--- src/mips_id_pkg.sv ---
package mips_id_pkg;

    typedef logic [31:0] word_t;        // data or address word
    typedef logic [4:0]  reg_addr_t;    // register number

    // ALU operation codes seen by execute
    typedef enum logic [7:0] {
        ALU_NOP   = 8'b0000_0000,
        ALU_OR    = 8'b0010_0101,
        ALU_ADDIU = 8'b0101_0110,
        ALU_ADD   = 8'b0010_0000,
        ALU_SUB   = 8'b0010_0010,
        ALU_SUBU  = 8'b0010_0011,
        ALU_SLT   = 8'b0010_1010,
        ALU_SLTU  = 8'b0010_1011,
        ALU_LW    = 8'b1110_0011,
        ALU_SW    = 8'b1110_1011,
        ALU_BEQ   = 8'b0101_0001,
        ALU_J     = 8'b0100_1111
    } alu_op_t;

    // result class, picks the execute result mux
    typedef enum logic [2:0] {
        RES_NOP         = 3'b000,
        RES_LOGIC       = 3'b001,
        RES_ARITH       = 3'b100,
        RES_JUMP_BRANCH = 3'b110,
        RES_LOAD_STORE  = 3'b111
    } alu_sel_t;

    localparam logic [5:0] OP_SPECIAL = 6'b000000;
    localparam logic [5:0] OP_ORI     = 6'b001101;
    localparam logic [5:0] OP_ADDIU   = 6'b001001;
    localparam logic [5:0] OP_LW      = 6'b100011;
    localparam logic [5:0] OP_SW      = 6'b101011;
    localparam logic [5:0] OP_BEQ     = 6'b000100;
    localparam logic [5:0] OP_J       = 6'b000010;

    localparam logic [5:0] FN_ADD  = 6'b100000;    // SPECIAL funct field
    localparam logic [5:0] FN_SUB  = 6'b100010;
    localparam logic [5:0] FN_SUBU = 6'b100011;
    localparam logic [5:0] FN_SLT  = 6'b101010;
    localparam logic [5:0] FN_SLTU = 6'b101011;

    typedef struct packed {
        logic [5:0] op;
        reg_addr_t  rs;
        reg_addr_t  rt;
        reg_addr_t  rd;
        logic [4:0] shamt;
        logic [5:0] funct;
    } inst_r_t;

    typedef struct packed {
        logic [5:0]  op;
        reg_addr_t   rs;
        reg_addr_t   rt;
        logic [15:0] imm16;
    } inst_i_t;

    typedef struct packed {
        logic [5:0]  op;
        logic [25:0] target26;
    } inst_j_t;

    // one instruction word, three field layouts
    typedef union packed {
        inst_r_t r;
        inst_i_t i;
        inst_j_t j;
    } inst_u;

    typedef struct packed {
        alu_op_t   aluop;
        alu_sel_t  alusel;
        logic      we;          // writes a register
        reg_addr_t waddr;
        logic      rs_re;       // rs read from register file
        logic      rt_re;       // rt read from register file
        word_t     imm;         // extended immediate
        logic      is_beq;
        logic      is_j;
    } dec_ctrl_t;

    // write port of a later stage, used for bypass
    typedef struct packed {
        logic      we;
        reg_addr_t waddr;
        word_t     wdata;
    } wb_fwd_t;

    typedef struct packed {
        alu_op_t   aluop;
        alu_sel_t  alusel;
        word_t     op1;
        word_t     op2;
        logic      we;
        reg_addr_t waddr;
        logic      in_delay_slot;
    } id_ex_t;

endpackage

--- src/id_decoder.sv ---
`timescale 1ns/1ps

module id_decoder (
    input  mips_id_pkg::inst_u     inst_i,
    output mips_id_pkg::dec_ctrl_t ctrl_o,
    output mips_id_pkg::reg_addr_t rs_addr_o,
    output mips_id_pkg::reg_addr_t rt_addr_o
);
    import mips_id_pkg::*;

    word_t   imm_zext;
    word_t   imm_sext;
    alu_op_t r_aluop;       // R-type op, NOP when funct unknown

    assign imm_zext  = {16'b0, inst_i.i.imm16};
    assign imm_sext  = {{16{inst_i.i.imm16[15]}}, inst_i.i.imm16};
    assign rs_addr_o = inst_i.i.rs;     // addresses go out regardless of enable
    assign rt_addr_o = inst_i.i.rt;

    // SPECIAL words only count with a zero shift amount
    always_comb
    begin
        r_aluop = ALU_NOP;
        if (inst_i.r.shamt == 5'd0)
        begin
            case (inst_i.r.funct)
                FN_ADD:  r_aluop = ALU_ADD;
                FN_SUB:  r_aluop = ALU_SUB;
                FN_SUBU: r_aluop = ALU_SUBU;
                FN_SLT:  r_aluop = ALU_SLT;
                FN_SLTU: r_aluop = ALU_SLTU;
                default: r_aluop = ALU_NOP;
            endcase
        end
    end

    always_comb
    begin
        ctrl_o        = '0;
        ctrl_o.aluop  = ALU_NOP;        // bubble unless decoded below
        ctrl_o.alusel = RES_NOP;
        ctrl_o.waddr  = inst_i.r.rd;
        case (inst_i.j.op)
            OP_ORI:
            begin
                ctrl_o.aluop  = ALU_OR;
                ctrl_o.alusel = RES_LOGIC;
                ctrl_o.rs_re  = 1'b1;
                ctrl_o.imm    = imm_zext;       // logical imm, no sign
                ctrl_o.we     = 1'b1;
                ctrl_o.waddr  = inst_i.i.rt;
            end
            OP_ADDIU:
            begin
                ctrl_o.aluop  = ALU_ADDIU;
                ctrl_o.alusel = RES_ARITH;
                ctrl_o.rs_re  = 1'b1;
                ctrl_o.imm    = imm_sext;
                ctrl_o.we     = 1'b1;
                ctrl_o.waddr  = inst_i.i.rt;
            end
            OP_LW:
            begin
                ctrl_o.aluop  = ALU_LW;
                ctrl_o.alusel = RES_LOAD_STORE;
                ctrl_o.rs_re  = 1'b1;
                ctrl_o.imm    = imm_sext;       // address offset in op2
                ctrl_o.we     = 1'b1;
                ctrl_o.waddr  = inst_i.i.rt;
            end
            OP_SW:
            begin
                ctrl_o.aluop  = ALU_SW;
                ctrl_o.alusel = RES_LOAD_STORE;
                ctrl_o.rs_re  = 1'b1;
                ctrl_o.rt_re  = 1'b1;           // store data
                ctrl_o.imm    = imm_sext;
            end
            OP_BEQ:
            begin
                ctrl_o.aluop  = ALU_BEQ;
                ctrl_o.alusel = RES_JUMP_BRANCH;
                ctrl_o.rs_re  = 1'b1;
                ctrl_o.rt_re  = 1'b1;
                ctrl_o.is_beq = 1'b1;
            end
            OP_J:
            begin
                ctrl_o.aluop  = ALU_J;
                ctrl_o.alusel = RES_JUMP_BRANCH;
                ctrl_o.is_j   = 1'b1;           // no register reads
            end
            OP_SPECIAL:
            begin
                if (r_aluop != ALU_NOP)
                begin
                    ctrl_o.aluop  = r_aluop;
                    ctrl_o.alusel = RES_ARITH;
                    ctrl_o.rs_re  = 1'b1;
                    ctrl_o.rt_re  = 1'b1;
                    ctrl_o.we     = 1'b1;
                end
            end
            default:
            begin
                ctrl_o.aluop = ALU_NOP;         // unknown opcode
            end
        endcase
    end

endmodule

--- src/id_forward.sv ---
`timescale 1ns/1ps

module id_forward (
    input  mips_id_pkg::reg_addr_t rs_addr_i,
    input  mips_id_pkg::reg_addr_t rt_addr_i,
    input  mips_id_pkg::word_t     rs_data_i,
    input  mips_id_pkg::word_t     rt_data_i,
    input  mips_id_pkg::wb_fwd_t   ex_fwd_i,
    input  mips_id_pkg::wb_fwd_t   mem_fwd_i,
    output mips_id_pkg::word_t     rs_val_o,
    output mips_id_pkg::word_t     rt_val_o,
    output logic                   rs_ex_hit_o,
    output logic                   rt_ex_hit_o
);
    import mips_id_pkg::*;

    function automatic logic src_hit(input wb_fwd_t src, input reg_addr_t addr);
        return src.we && (src.waddr == addr);
    endfunction

    // newest writer wins: execute, then memory, then register file
    function automatic word_t fwd_pick(input reg_addr_t addr,
                                       input word_t     rf_data,
                                       input wb_fwd_t   ex_src,
                                       input wb_fwd_t   mem_src);
        word_t val;
        if (src_hit(ex_src, addr))
        begin
            val = ex_src.wdata;
        end
        else if (src_hit(mem_src, addr))
        begin
            val = mem_src.wdata;
        end
        else
        begin
            val = rf_data;
        end
        return val;
    endfunction

    assign rs_val_o = fwd_pick(rs_addr_i, rs_data_i, ex_fwd_i, mem_fwd_i);
    assign rt_val_o = fwd_pick(rt_addr_i, rt_data_i, ex_fwd_i, mem_fwd_i);

    assign rs_ex_hit_o = src_hit(ex_fwd_i, rs_addr_i);     // feeds load-use check
    assign rt_ex_hit_o = src_hit(ex_fwd_i, rt_addr_i);

endmodule

--- src/id_resolve.sv ---
`timescale 1ns/1ps

module id_resolve (
    input  logic                   clk,
    input  logic                   rst_i,
    input  mips_id_pkg::word_t     pc_i,
    input  mips_id_pkg::inst_u     inst_i,
    input  mips_id_pkg::dec_ctrl_t ctrl_i,
    input  mips_id_pkg::word_t     rs_val_i,
    input  mips_id_pkg::word_t     rt_val_i,
    input  logic                   rs_ex_hit_i,
    input  logic                   rt_ex_hit_i,
    input  mips_id_pkg::alu_op_t   ex_aluop_i,
    output logic                   stall_o,
    output logic                   branch_taken_o,
    output mips_id_pkg::word_t     branch_target_o,
    output mips_id_pkg::id_ex_t    id_ex_o
);
    import mips_id_pkg::*;

    localparam id_ex_t ID_EX_BUBBLE = '{aluop: ALU_NOP, alusel: RES_NOP, default: '0};

    word_t op1;
    word_t op2;
    word_t pc_plus_4;
    word_t beq_target;
    word_t j_target;
    logic  load_in_ex;
    logic  beq_taken;
    logic  branch_req;
    logic  in_delay_q;      // previous instruction was a taken branch

    assign op1 = ctrl_i.rs_re ? rs_val_i : ctrl_i.imm;
    assign op2 = ctrl_i.rt_re ? rt_val_i : ctrl_i.imm;

    // load result not ready until after memory, so hold decode a cycle
    assign load_in_ex = (ex_aluop_i == ALU_LW);
    assign stall_o    = !rst_i && load_in_ex &&
                        ((ctrl_i.rs_re && rs_ex_hit_i) || (ctrl_i.rt_re && rt_ex_hit_i));

    assign pc_plus_4  = pc_i + 32'd4;
    assign beq_target = pc_plus_4 + {{14{inst_i.i.imm16[15]}}, inst_i.i.imm16, 2'b00};
    assign j_target   = {pc_plus_4[31:28], inst_i.j.target26, 2'b00};

    assign beq_taken      = ctrl_i.is_beq && (op1 == op2);
    assign branch_req     = beq_taken || ctrl_i.is_j;
    assign branch_taken_o = branch_req && !stall_o && !rst_i;  // operands may be stale

    always_comb
    begin
        if (!branch_taken_o)
        begin
            branch_target_o = '0;
        end
        else if (ctrl_i.is_j)
        begin
            branch_target_o = j_target;
        end
        else
        begin
            branch_target_o = beq_target;
        end
    end

    always_ff @(posedge clk)
    begin
        if (rst_i)
        begin
            in_delay_q <= 1'b0;
        end
        else if (!stall_o)
        begin
            in_delay_q <= branch_taken_o;   // held over a stall
        end
    end

    always_ff @(posedge clk)
    begin
        if (rst_i || stall_o)
        begin
            id_ex_o <= ID_EX_BUBBLE;        // stalled slot goes out empty
        end
        else
        begin
            id_ex_o.aluop         <= ctrl_i.aluop;
            id_ex_o.alusel        <= ctrl_i.alusel;
            id_ex_o.op1           <= op1;
            id_ex_o.op2           <= op2;
            id_ex_o.we            <= ctrl_i.we;
            id_ex_o.waddr         <= ctrl_i.waddr;
            id_ex_o.in_delay_slot <= in_delay_q;
        end
    end

endmodule

--- src/id_stage.sv ---
`timescale 1ns/1ps

module id_stage (
    input  logic                   clk,
    input  logic                   rst_i,

    // from fetch
    input  mips_id_pkg::word_t     pc_i,
    input  mips_id_pkg::inst_u     inst_i,

    // register file read ports, data valid same cycle
    input  mips_id_pkg::word_t     rs_data_i,
    input  mips_id_pkg::word_t     rt_data_i,
    output mips_id_pkg::reg_addr_t rs_addr_o,
    output mips_id_pkg::reg_addr_t rt_addr_o,
    output logic                   rs_rd_en_o,
    output logic                   rt_rd_en_o,

    // bypass from later stages
    input  mips_id_pkg::wb_fwd_t   ex_fwd_i,
    input  mips_id_pkg::wb_fwd_t   mem_fwd_i,
    input  mips_id_pkg::alu_op_t   ex_aluop_i,

    output logic                   stall_o,
    output logic                   branch_taken_o,
    output mips_id_pkg::word_t     branch_target_o,
    output mips_id_pkg::id_ex_t    id_ex_o
);
    import mips_id_pkg::*;

    dec_ctrl_t dec_ctrl;
    word_t     rs_val;
    word_t     rt_val;
    logic      rs_ex_hit;
    logic      rt_ex_hit;

    assign rs_rd_en_o = dec_ctrl.rs_re;
    assign rt_rd_en_o = dec_ctrl.rt_re;

    id_decoder id_decoder_i (
        .inst_i    (inst_i),
        .ctrl_o    (dec_ctrl),
        .rs_addr_o (rs_addr_o),
        .rt_addr_o (rt_addr_o)
    );

    id_forward id_forward_i (
        .rs_addr_i   (rs_addr_o),
        .rt_addr_i   (rt_addr_o),
        .rs_data_i   (rs_data_i),
        .rt_data_i   (rt_data_i),
        .ex_fwd_i    (ex_fwd_i),
        .mem_fwd_i   (mem_fwd_i),
        .rs_val_o    (rs_val),
        .rt_val_o    (rt_val),
        .rs_ex_hit_o (rs_ex_hit),
        .rt_ex_hit_o (rt_ex_hit)
    );

    id_resolve id_resolve_i (
        .clk             (clk),
        .rst_i           (rst_i),
        .pc_i            (pc_i),
        .inst_i          (inst_i),
        .ctrl_i          (dec_ctrl),
        .rs_val_i        (rs_val),
        .rt_val_i        (rt_val),
        .rs_ex_hit_i     (rs_ex_hit),
        .rt_ex_hit_i     (rt_ex_hit),
        .ex_aluop_i      (ex_aluop_i),
        .stall_o         (stall_o),
        .branch_taken_o  (branch_taken_o),
        .branch_target_o (branch_target_o),
        .id_ex_o         (id_ex_o)
    );

endmodule

--- config.mk ---
export PLATFORM = sky130hd
export DESIGN_NAME = id_stage
export DESIGN_NICKNAME = d
export VERILOG_FILES = /design/src/mips_id_pkg.sv /design/src/id_decoder.sv /design/src/id_forward.sv /design/src/id_resolve.sv /design/src/id_stage.sv
export SDC_FILE = /design/constraint.sdc
export NUM_CORES = 1
export LEC_CHECK = 0
export BUFFER_PORTS_ARGS = -buffer_cell sky130_fd_sc_hd__clkbuf_2
export CELL_PAD_IN_SITES_DETAIL_PLACEMENT = 0
export CELL_PAD_IN_SITES_GLOBAL_PLACEMENT = 1
export CORE_MARGIN = 3
export CORE_UTILIZATION = 33
export CTS_BUF_LIST = sky130_fd_sc_hd__clkbuf_4 sky130_fd_sc_hd__clkbuf_8 sky130_fd_sc_hd__clkbuf_16
export CTS_CLUSTER_DIAMETER = 120
export DETAILED_ROUTE_END_ITERATION = 10
export PLACE_DENSITY = 0.79
export SYNTH_ARGS = -nofsm -noshare
export SYNTH_HDL_FRONTEND = slang
export SYNTH_SLANG_ARGS = --single-unit
export TNS_END_PERCENT = 20
--- constraint.sdc ---
create_clock -name clk -period 4.9 [get_ports clk]
set_input_delay 0.245 -clock clk [delete_from_list [all_inputs] [get_ports clk]]
set_output_delay 0.245 -clock clk [all_outputs]
set_load 0.005 [all_outputs]
* Yosys cells after proc, flatten, opt, wreduce, memory -nomap -nowiden
Cells that the tools add are included.
** Cells by class
- Add/subtract/negate cells :: 2
- $mul :: 0
- Div/mod/pow operators :: 0
- Order comparisons :: 0
- Equal/unequal tests :: 17
- Shifts and indexed selects :: 0
- Mux-type cells :: 21
- Bitwise gates (word level) :: 0
- Reduce and logical (&&, ||, !) cells :: 25
** Operators with widths (count)
- $mux 32 :: 8
- $pmux 32 s2 :: 1
- $pmux 8 s7 :: 1
- $eq 6x6->1 const B :: 7
- $add 32x3->32 const B :: 1
- $add 32x32->32 :: 1
- $eq 32x32->1 :: 1
- $pmux 6 s5 :: 1
- $eq 5x5->1 :: 4
- $pmux 3 s5 :: 1
- $eq 6x4->1 const B :: 2
- $mux 12 :: 1
- $logic_and 1x1->1 :: 11
- $eq 8x8->1 const B :: 1
- $mux 8 :: 1
- $reduce_bool 8->1 :: 1
- $eq 6x2->1 const B :: 1
- $eq 6x3->1 const B :: 1
- $logic_not 6->1 :: 1
- $pmux 1 s2 :: 3
- $reduce_or 2->1 :: 3
- $reduce_or 3->1 :: 2
- $logic_not 5->1 :: 1
- $mux 5 :: 1
- other kinds (5) :: 9
** Word-level totals
- Flip-flop bits (word level) :: 83
- Latch bits :: 0
- Memory bits (writable) :: 0
- ROM bits :: 0
- Memories :: 0

* Longest topological paths before layout
Gate-level depths: netlist of run 1.
- Word-level depth :: 13
- Depth in mapped cells :: 17
- Mapped depth without buffers :: 17

* Cells and area by module
From an unflattened synthesis of run 1, not the netlist that was laid out.
** Second synthesis, totals
- Cell total of the unflattened synthesis :: 1287
- Area, all modules :: 9246.4 µm²
** By module, submodules not included
- id_resolve :: times used 1, cells each 799, area an instance 6456.2 µm², seq. area each 1661.6 µm²
- id_forward :: times used 1, cells each 368, area an instance 2008.2 µm², seq. area each 0.0 µm²
- id_decoder :: times used 1, cells each 120, area an instance 782.0 µm², seq. area each 0.0 µm²

* Least setup slack after synthesis of run 1
No wires, ideal clock.
- Path type :: input port to output port
- From :: input port pc_i[2]
- To :: output port branch_target_o[28]
- Arrival time :: 3.390 ns
- Slack :: 1.265 ns
- Stages on the path :: 13
- Buffers on the path :: 0
- Cell sequence :: ha_1 -> inv_1 -> fa_1 -> nor2b_1 -> o21ai_0 -> a21boi_0 -> o221ai_1 -> o21ai_0 -> a31oi_1 -> o211ai_1 -> nand2_1 -> or4b_2 -> a32oi_1
** On the way
- Word-level cells in the longest chain between the ends :: 4
** Ends and longest elaborated chain
- start: declaration :: RTL line id_stage.sv:8 : input mips_id_pkg::word_t pc_i,
- $add 32x3->32 * :: RTL line id_resolve.sv:41 : assign pc_plus_4 = pc_i + 32'd4;
- $add 32x32->32 :: RTL line id_resolve.sv:42 : assign beq_target = pc_plus_4 + {{14{inst_i.i.imm16[15]}}, inst_i.i.imm16, 2'b00};
- $mux 32 * :: RTL line id_resolve.sv:55 : else if (ctrl_i.is_j)
- $mux 32 * :: RTL line id_resolve.sv:51 : if (!branch_taken_o)
- end: declaration :: RTL line id_stage.sv:26 : output mips_id_pkg::word_t branch_target_o,
Mark *: on every way between the ends. The rest lies on a longest branch, timed or not.

* Worst setup path after layout of run 1
- From :: input port inst_i[20] (netlist name)
- To :: output port branch_target_o[21]
** On the way
- Word-level cells in the longest chain between the ends :: 11
- Elaborated cells on any way between the ends :: 17
** Ends and longest elaborated chain
- start: declaration :: RTL line id_stage.sv:9 : input mips_id_pkg::inst_u inst_i,
- $eq 5x5->1 :: RTL line id_forward.sv:18 : return src.we && (src.waddr == addr);
- $logic_and 1x1->1 :: RTL line id_forward.sv:18
- $mux 32 :: RTL line id_forward.sv:31 : else if (src_hit(mem_src, addr))
- $mux 32 :: RTL line id_forward.sv:27 : if (src_hit(ex_src, addr))
- $mux 32 :: RTL line id_resolve.sv:34 : assign op2 = ctrl_i.rt_re ? rt_val_i : ctrl_i.imm;
- $eq 32x32->1 :: RTL line id_resolve.sv:45 : assign beq_taken = ctrl_i.is_beq && (op1 == op2);
- $logic_and 1x1->1 :: RTL line id_resolve.sv:45
- $logic_or 1x1->1 :: RTL line id_resolve.sv:46 : assign branch_req = beq_taken || ctrl_i.is_j;
- $logic_and 1x1->1 * (2 in series) :: RTL line id_resolve.sv:47 : assign branch_taken_o = branch_req && !stall_o && !rst_i;
- $mux 32 * :: RTL line id_resolve.sv:51
Marks and branches as above.

==> summary.txt, run 1 <==
Setup path
  • Top delay family on crit path: compound AO/OA/AOI/OAI gates
  • Worst Setup Path Type: input port to output port
  • Slowest cell delay on critical path: 590 ps
  • Crit path max fanout: 33
  • FF-to-FF End: id_resolve_i.id_ex_o[0]$_SDFF_PP0_
  • CP max stage cell: o311ai_0
  • Critical path data arrival time: 4280 ps
  • R2r startpoint: id_resolve_i.in_delay_q$_SDFFE_PP0N_
  • Reg2Reg Depth: 1
  • CP Launch Type: input port
  • CP Capture Type: output port
  • Buf+Inv Stages, Crit Path: 4
  • Required time of the critical path: 4660 ps
  • Crit path cell chain: clkbuf_2 > xor2_1 > nor3_2 > and2_2 > buf_4 > mux2i_1 > o21a_1 > xnor2_1 > o311ai_0 > o2111ai_2 > buf_4 > a221oi_1 > clkbuf_2
  • Worst reg-to-reg setup slack: ~4300 ps

Floorplanning
  • Core Rows: 54
  • Die W: 157 um
  • Die Ht: 157 um
  • Core area: 22100 um2
  • DIE AREA: 24600 um2
  • # IOs: 342
  • Initial Utilization: 0.339

Logic synthesis
  • Yosys warns: 0
  • Synth Cell Area: 7500 um2
  • Syn nets: 1239
  • Synth Flop Type: dfxtp_1
  • Asr flop ratio synth: 0
  • Yosys cell types: 77
  • Mapped Cells: just under 1000
  • Synth Register Bits: 83
  • Syn avg cell area: 7.54 um2
  • Sequential element share of the synthesized area: 0.222
  • Post-synth EDFFs: 0

Routing
  • Post-route DRC: 0
  • First drt pass iteration count: 9
  • ANT nets after route: 0
  • Via/cell ratio: roughly 5.6
  • DR WL/cell: ~21 um
  • Vias: 8923
  • DRT iter0 DRCs: between 500 and 600
  • Routed WL: roughly 34000 um

Global routing
  • Largest net degree at the start of global routing: 34
  • Initial antenna violation count: 2
  • First-pass GRT wire length: 48900 um
  • Vias in the first global route: around 8500
  • GR Overflow Total: 0
  • Global Route Usage Sum: 0.257

Placed design
  • Placer Congestion: 0.917
  • # port buffers: 341
  • Placement Setup Slack: ~160 ps
  • DP HPWL: between 20000 and 30000 um

STA
  • Fin. Hold Viols: 0
  • RSZ-0062 raised after global routing: no
  • Final Skew: around 0.67 ps
  • Final slew viol count: 0
  • Final setup vio count: 0
  • Tcrit/Tclk final: 0.923
  • Hold Slack: 225 ps
  • Worst slew pin tran: 763 ps
  • Setup TNS: 0 ps
  • Fin worst setup slack: 376 ps
  • Max-slew headroom: 0.490
  • Fmax: roughly 220 MHz
  • Period minus WS final: 4520 ps

Hold path
  • Worst hold path depth: 2
  • Hold Path Class: input port to flop
  • Hold Path End: id_resolve_i.id_ex_o[78]$_SDFF_PP0_
  • Hold path startpoint: inst_i[30]

Clock tree
  • Htree depth: 3
  • Hold-fix buffers, CTS: 0
  • Clock Path Buffers: 2
  • Post-CTS Setup Repair Bufs: 0
  • Clk root buf: clkbuf_16
  • Post_cts resized: 0
  • CTS tree: built
  • Clk sinks: 83
  • Clk pin slew, worst setup/hold paths: approximately 70 ps
  • Worst-Skew Late Latency: 350 ps
  • CTS Buf Count: 9

Final layout
  • Share of cells above drive strength 1: 0.319
  • Syn-to-layout area delta: 29.8%
  • NumNets Final: around 1500

Pwr
  • Peak VDD IR: 0.175 mV
  • P_leak: 0.00433 uW
  • PD cells: 207 nW/um2

Run status
  • Outcome: finished, final reports clean

Job
  • # Max-Cap Violations: 0
[flip-flops by register name (all words and copies together) (netlist names)]
name	cells
id_resolve_i.id_ex_o	82
id_resolve_i.in_delay_q	1
[where the power goes]
part / switching (uW) / leakage, uW / internal (uW) / total (uW)
sequential: 4.33 / 0.000672 / 687 / 691
clock: 317 / 0.000135 / 352 / 669
combinational: 378 / 0.00352 / 273 / 651
total: 699 / 0.00433 / 1310 / 2010
[cells in the final DEF (no fill, tap or decap), types with 9 or more instances in the layout]
| cell type | n |
|---|---|
| a21o_1 | 13 |
| a21oi_1 | 82 |
| a31oi_1 | 12 |
| a32oi_1 | 9 |
| and3_1 | 13 |
| buf_4 | 22 |
| clkbuf_16 | 9 |
| clkbuf_2 | 341 |
| dfxtp_1 | 83 |
| ha_1 | 30 |
| inv_1 | 22 |
| mux2i_1 | 52 |
| nand2_1 | 70 |
| nand3_1 | 55 |
| nand4_1 | 18 |
| nor2_1 | 101 |
| nor2b_1 | 41 |
| nor3_1 | 18 |
| o211ai_1 | 17 |
| o21ai_0 | 56 |
| xnor2_1 | 54 |
| xor2_1 | 26 |
[synth_stat cells (22+ instances only)]
library cell  count  area, um2
nor2_1          104        390
dfxtp_1          83       1660
a21oi_1          82        410
nand2_1          71        267
o21ai_0          57        285
nand3_1          55        275
xnor2_1          54        473
mux2i_1          52        521
nor2b_1          41        257
clkbuf_1         34        128
ha_1             30        375
xor2_1           26        228
inv_1            22       82.6
[through the flow]
stage               cell area [um2]  std cells  total power, uW  utilization
floorplan                      7500        994             1090            -
global placement               9450       1572             1350        0.428
detailed placement             9450       1572             1350        0.428
CTS                            9730       1588             2020        0.440
global route                   9730       1589             2100        0.441
finish                         9730       1589             2010        0.441
[cell families (layout without fill, tap and decap cells)]
group                    after synthesis  count (layout)  synth area share
AND/OR/NAND/NOR                      365             365             0.241
AO/OA/AOI/OAI                        285             285             0.256
buffers and inverters                 90             404            0.0542
flip-flops                            83              83             0.222
XOR/XNOR                              80              80            0.0934
multiplexers                          60              60            0.0814
adder cells (fa/ha/maj)               31              31            0.0527
other                                  0               1                 0
[area by class of cell]
class | count | area (um2)
clock buffers | 9 | 225
fillers | 2352 | 12400
repair buffers | 364 | 1890
flip-flops and latches | 83 | 1660
well taps | 280 | 350
inverters | 24 | 92.6
multi-input cells | 821 | 5450
diodes | 1 | 2.50
clock inverters | 7 | 57.6
[worst max-delay path by stage]
stage,slack [ps],to,cells past startpoint,start
after global routing,100,branch_target_o[28],15,pc_i[2]
after CTS,130,branch_target_o[28],15,pc_i[2]
after global placement,130,branch_target_o[28],15,pc_i[2]
after floorplan,1270,branch_target_o[28],13,pc_i[2]
after detailed placement,160,branch_target_o[28],15,pc_i[2]
final,380,branch_target_o[21],13,inst_i[20]
[metal layers]
metal | global-route usage | share of wire
met1 | 0.319 | 0.40
met2 | 0.448 | 0.49
met3 | 0.0401 | 0.079
met4 | 0.0946 | 0.033
met5 | 0 | 0.00048
No activity file was read; power rests on OpenSTA's default activity.
==> inputs of run 2 (changes only) <==
CELL_PAD_IN_SITES_DETAIL_PLACEMENT = 1   (was 0)
CORE_ASPECT_RATIO = 2   (was not set)
==> summary.txt, run 2 (synthesized netlist as in run 1, its figures left out) <==
Placed design
  • Placer Congestion: 0.959 (was 0.917)
  • # port buffers: 341 (unchanged)
  • DP HPWL: 31300 um (was 27400 um)
  • Dpl cells: 1568 (was 1572)

STA
  • Fin. Hold Viols: 0 (unchanged)
  • Final slew viol count: 0 (unchanged)
  • Setup TNS: 0 ps (unchanged)
  • Worst slew pin tran: 856 ps (was 763 ps)
  • Final setup vio count: 0 (unchanged)
  • RSZ-0062 raised after global routing: no (unchanged)
  • Max-slew headroom: 0.428 (was 0.490)
  • Tcrit/Tclk final: 0.936 (was 0.923)
  • Fmax: 218 MHz (was 221 MHz)
  • Final Skew: 0.0291 ps (was 0.666 ps)
  • Period minus WS final: 4590 ps (was 4520 ps)

Floorplanning
  • Die Ht: 219 um (was 157 um)
  • Initial Utilization: 0.337 (was 0.339)
  • Die W: 113 um (was 157 um)
  • DIE AREA: 24700 um2 (was 24600 um2)
  • Core area: 22300 um2 (was 22100 um2)
  • Core Rows: 77 (was 54)
  • # IOs: 342 (unchanged)

Global routing
  • Global Route Usage Sum: 0.296 (was 0.257)
  • Initial antenna violation count: 0 (was 2)
  • GR Overflow Total: 0 (unchanged)
  • Vias in the first global route: 9876 (was 8499)
  • Largest net degree at the start of global routing: 37 (was 34)
  • First-pass GRT wire length: 56200 um (was 48900 um)

Job
  • # Max-Cap Violations: 0 (unchanged)

Final layout
  • N_diodes: 0 (was 1)
  • Fillers: 2906 (was 2352)
  • Syn-to-layout area delta: 29.9% (was 29.8%)
  • Fin util: 0.438 (was 0.441)
  • NumNets Final: 1548 (unchanged)
  • Reg with most FFs: id_resolve_i.id_ex_o (unchanged)
  • Top flop regs: id_resolve_i.id_ex_o: 82 flops, id_resolve_i.in_delay_q: 1 flops (unchanged)
  • Area of the multi-input gates: 5450 um2 (unchanged)
  • Reg area: 1660 um2 (unchanged)
  • Most frequent cells in the layout: 341 x clkbuf_2, 101 x nor2_1, 83 x dfxtp_1 (unchanged)
  • Commonest non-fill, non-tap cell in the layout: clkbuf_2 (unchanged)
  • Fin cells: 1584 (was 1589)
  • Number of flip-flops under the largest register name: 82 (unchanged)
  • Share of cells above drive strength 1: 0.319 (unchanged)

Routing
  • ANT nets after route: 0 (unchanged)
  • Via/cell ratio: 5.84 (was 5.62)
  • Routed WL: 37700 um (was 33600 um)
  • Post-route DRC: 0 (unchanged)
  • First drt pass iteration count: 6 (was 9)
  • Vias: 9243 (was 8923)
  • DR WL/cell: 23.8 um (was 21.1 um)
  • DRT iter0 DRCs: 458 (was 592)

Clock tree
  • Post-CTS Setup Repair Bufs: 0 (unchanged)
  • Clk sinks: 83 (unchanged)
  • Worst-Skew Late Latency: 350 ps (about the same)
  • CTS tree: built (unchanged)
  • Clk root buf: clkbuf_16 (unchanged)
  • Clk pin slew, worst setup/hold paths: 60 ps (was 70 ps)
  • Htree depth: 3 (unchanged)
  • Clock Path Buffers: 2 (unchanged)
  • CTS Buf Count: 9 (unchanged)

Setup path
  • Crit path cell chain: clkbuf_2 > xor2_1 > nor3_2 > and2_2 > buf_4 > mux2_2 > a21oi_1 > xor2_1 > nand3_1 > nor4_1 > o2111ai_2 > buf_4 > a22oi_1 > clkbuf_2 (was clkbuf_2 > xor2_1 > nor3_2 > and2_2 > buf_4 > mux2i_1 > o21a_1 > xnor2_1 > o311ai_0 > o2111ai_2 > buf_4 > a221oi_1 > clkbuf_2)
  • Required time of the critical path: 4660 ps (about the same)
  • Critical path data arrival time: 4340 ps (was 4280 ps)
  • Slowest cell delay on critical path: 600 ps (was 590 ps)
  • CP Launch Type: input port (unchanged)
  • CP Capture Type: output port (unchanged)
  • CP max stage cell: and2_2 (was o311ai_0)
  • Crit path max fanout: 34 (was 33)
  • Worst Setup Path Type: input port to output port (unchanged)

Pwr
  • PD cells: 207 nW/um2 (about the same)
  • P_leak: 0.00434 uW (was 0.00433 uW)
  • Peak VDD IR: 0.187 mV (was 0.175 mV)

Hold path
  • Hold Path Class: input port to flop (unchanged)

Run status
  • Outcome: finished, final reports clean (unchanged)
[run 2: per-layer routing]
metal	up-vias	global-route usage	share of wire
met1	4472	0.279	0.33
li1	4237	-	-
met2	398	0.591	0.56
met4	0	0.170	0.063
met5	-	0	0
met3	136	0.0381	0.048
[run 2: critical path, delay by kind of cell]
family,cells,cell delay (ps)
AND/OR/NAND/NOR,4,1520
buffers and inverters,4,1040
AO/OA/AOI/OAI,3,720
multiplexers,1,390
XOR/XNOR,2,370
[run 2: timing repair]
action                                  CTS  global route
endpoints found under the setup margin    0             4
gates resized for setup                   0             1
hold buffers                              0             0
[run 2: through the flow]
step	hold slack (ps)	power [uW]	setup WS (ps)	cell area (um2)
6_report	225	2020	312	9740
5_1_grt	257	2130	8.33	9740
4_1_cts	215	2030	262	9740
3_5_place_dp	479	1370	299	9460
3_3_place_gp	482	1350	390	9460
2_1_floorplan	322	1090	1270	7500
[run 2: final timing paths]
kind | start | end | slack, ps | depth (start not counted)
worst max register to register | id_resolve_i.in_delay_q$_SDFFE_PP0N_ | id_resolve_i.in_delay_q$_SDFFE_PP0N_ | 4320 | 2
worst min register to register | id_resolve_i.in_delay_q$_SDFFE_PP0N_ | id_resolve_i.id_ex_o[0]$_SDFF_PP0_ | 490 | 1
worst max-delay path | inst_i[20] | branch_target_o[18] | 310 | 14
worst min-delay path | inst_i[17] | id_resolve_i.id_ex_o[2]$_SDFF_PP0_ | 230 | 3
[run 2: power breakdown]
part           total, uW  switching [uW]  internal, uW
logic                666             392           274
clock network        662             287           375
registers            692            4.81           688
[run 2: final cells by class]
cell class | instances | share of cell area
sequential | 83 | 0.171
inverter | 24 | 0.00950
tap | 276 | 0.0354
timing repair buffer | 364 | 0.195
clock inverter | 4 | 0.00257
multi-input combinational | 821 | 0.560
clock buffer | 12 | 0.0267
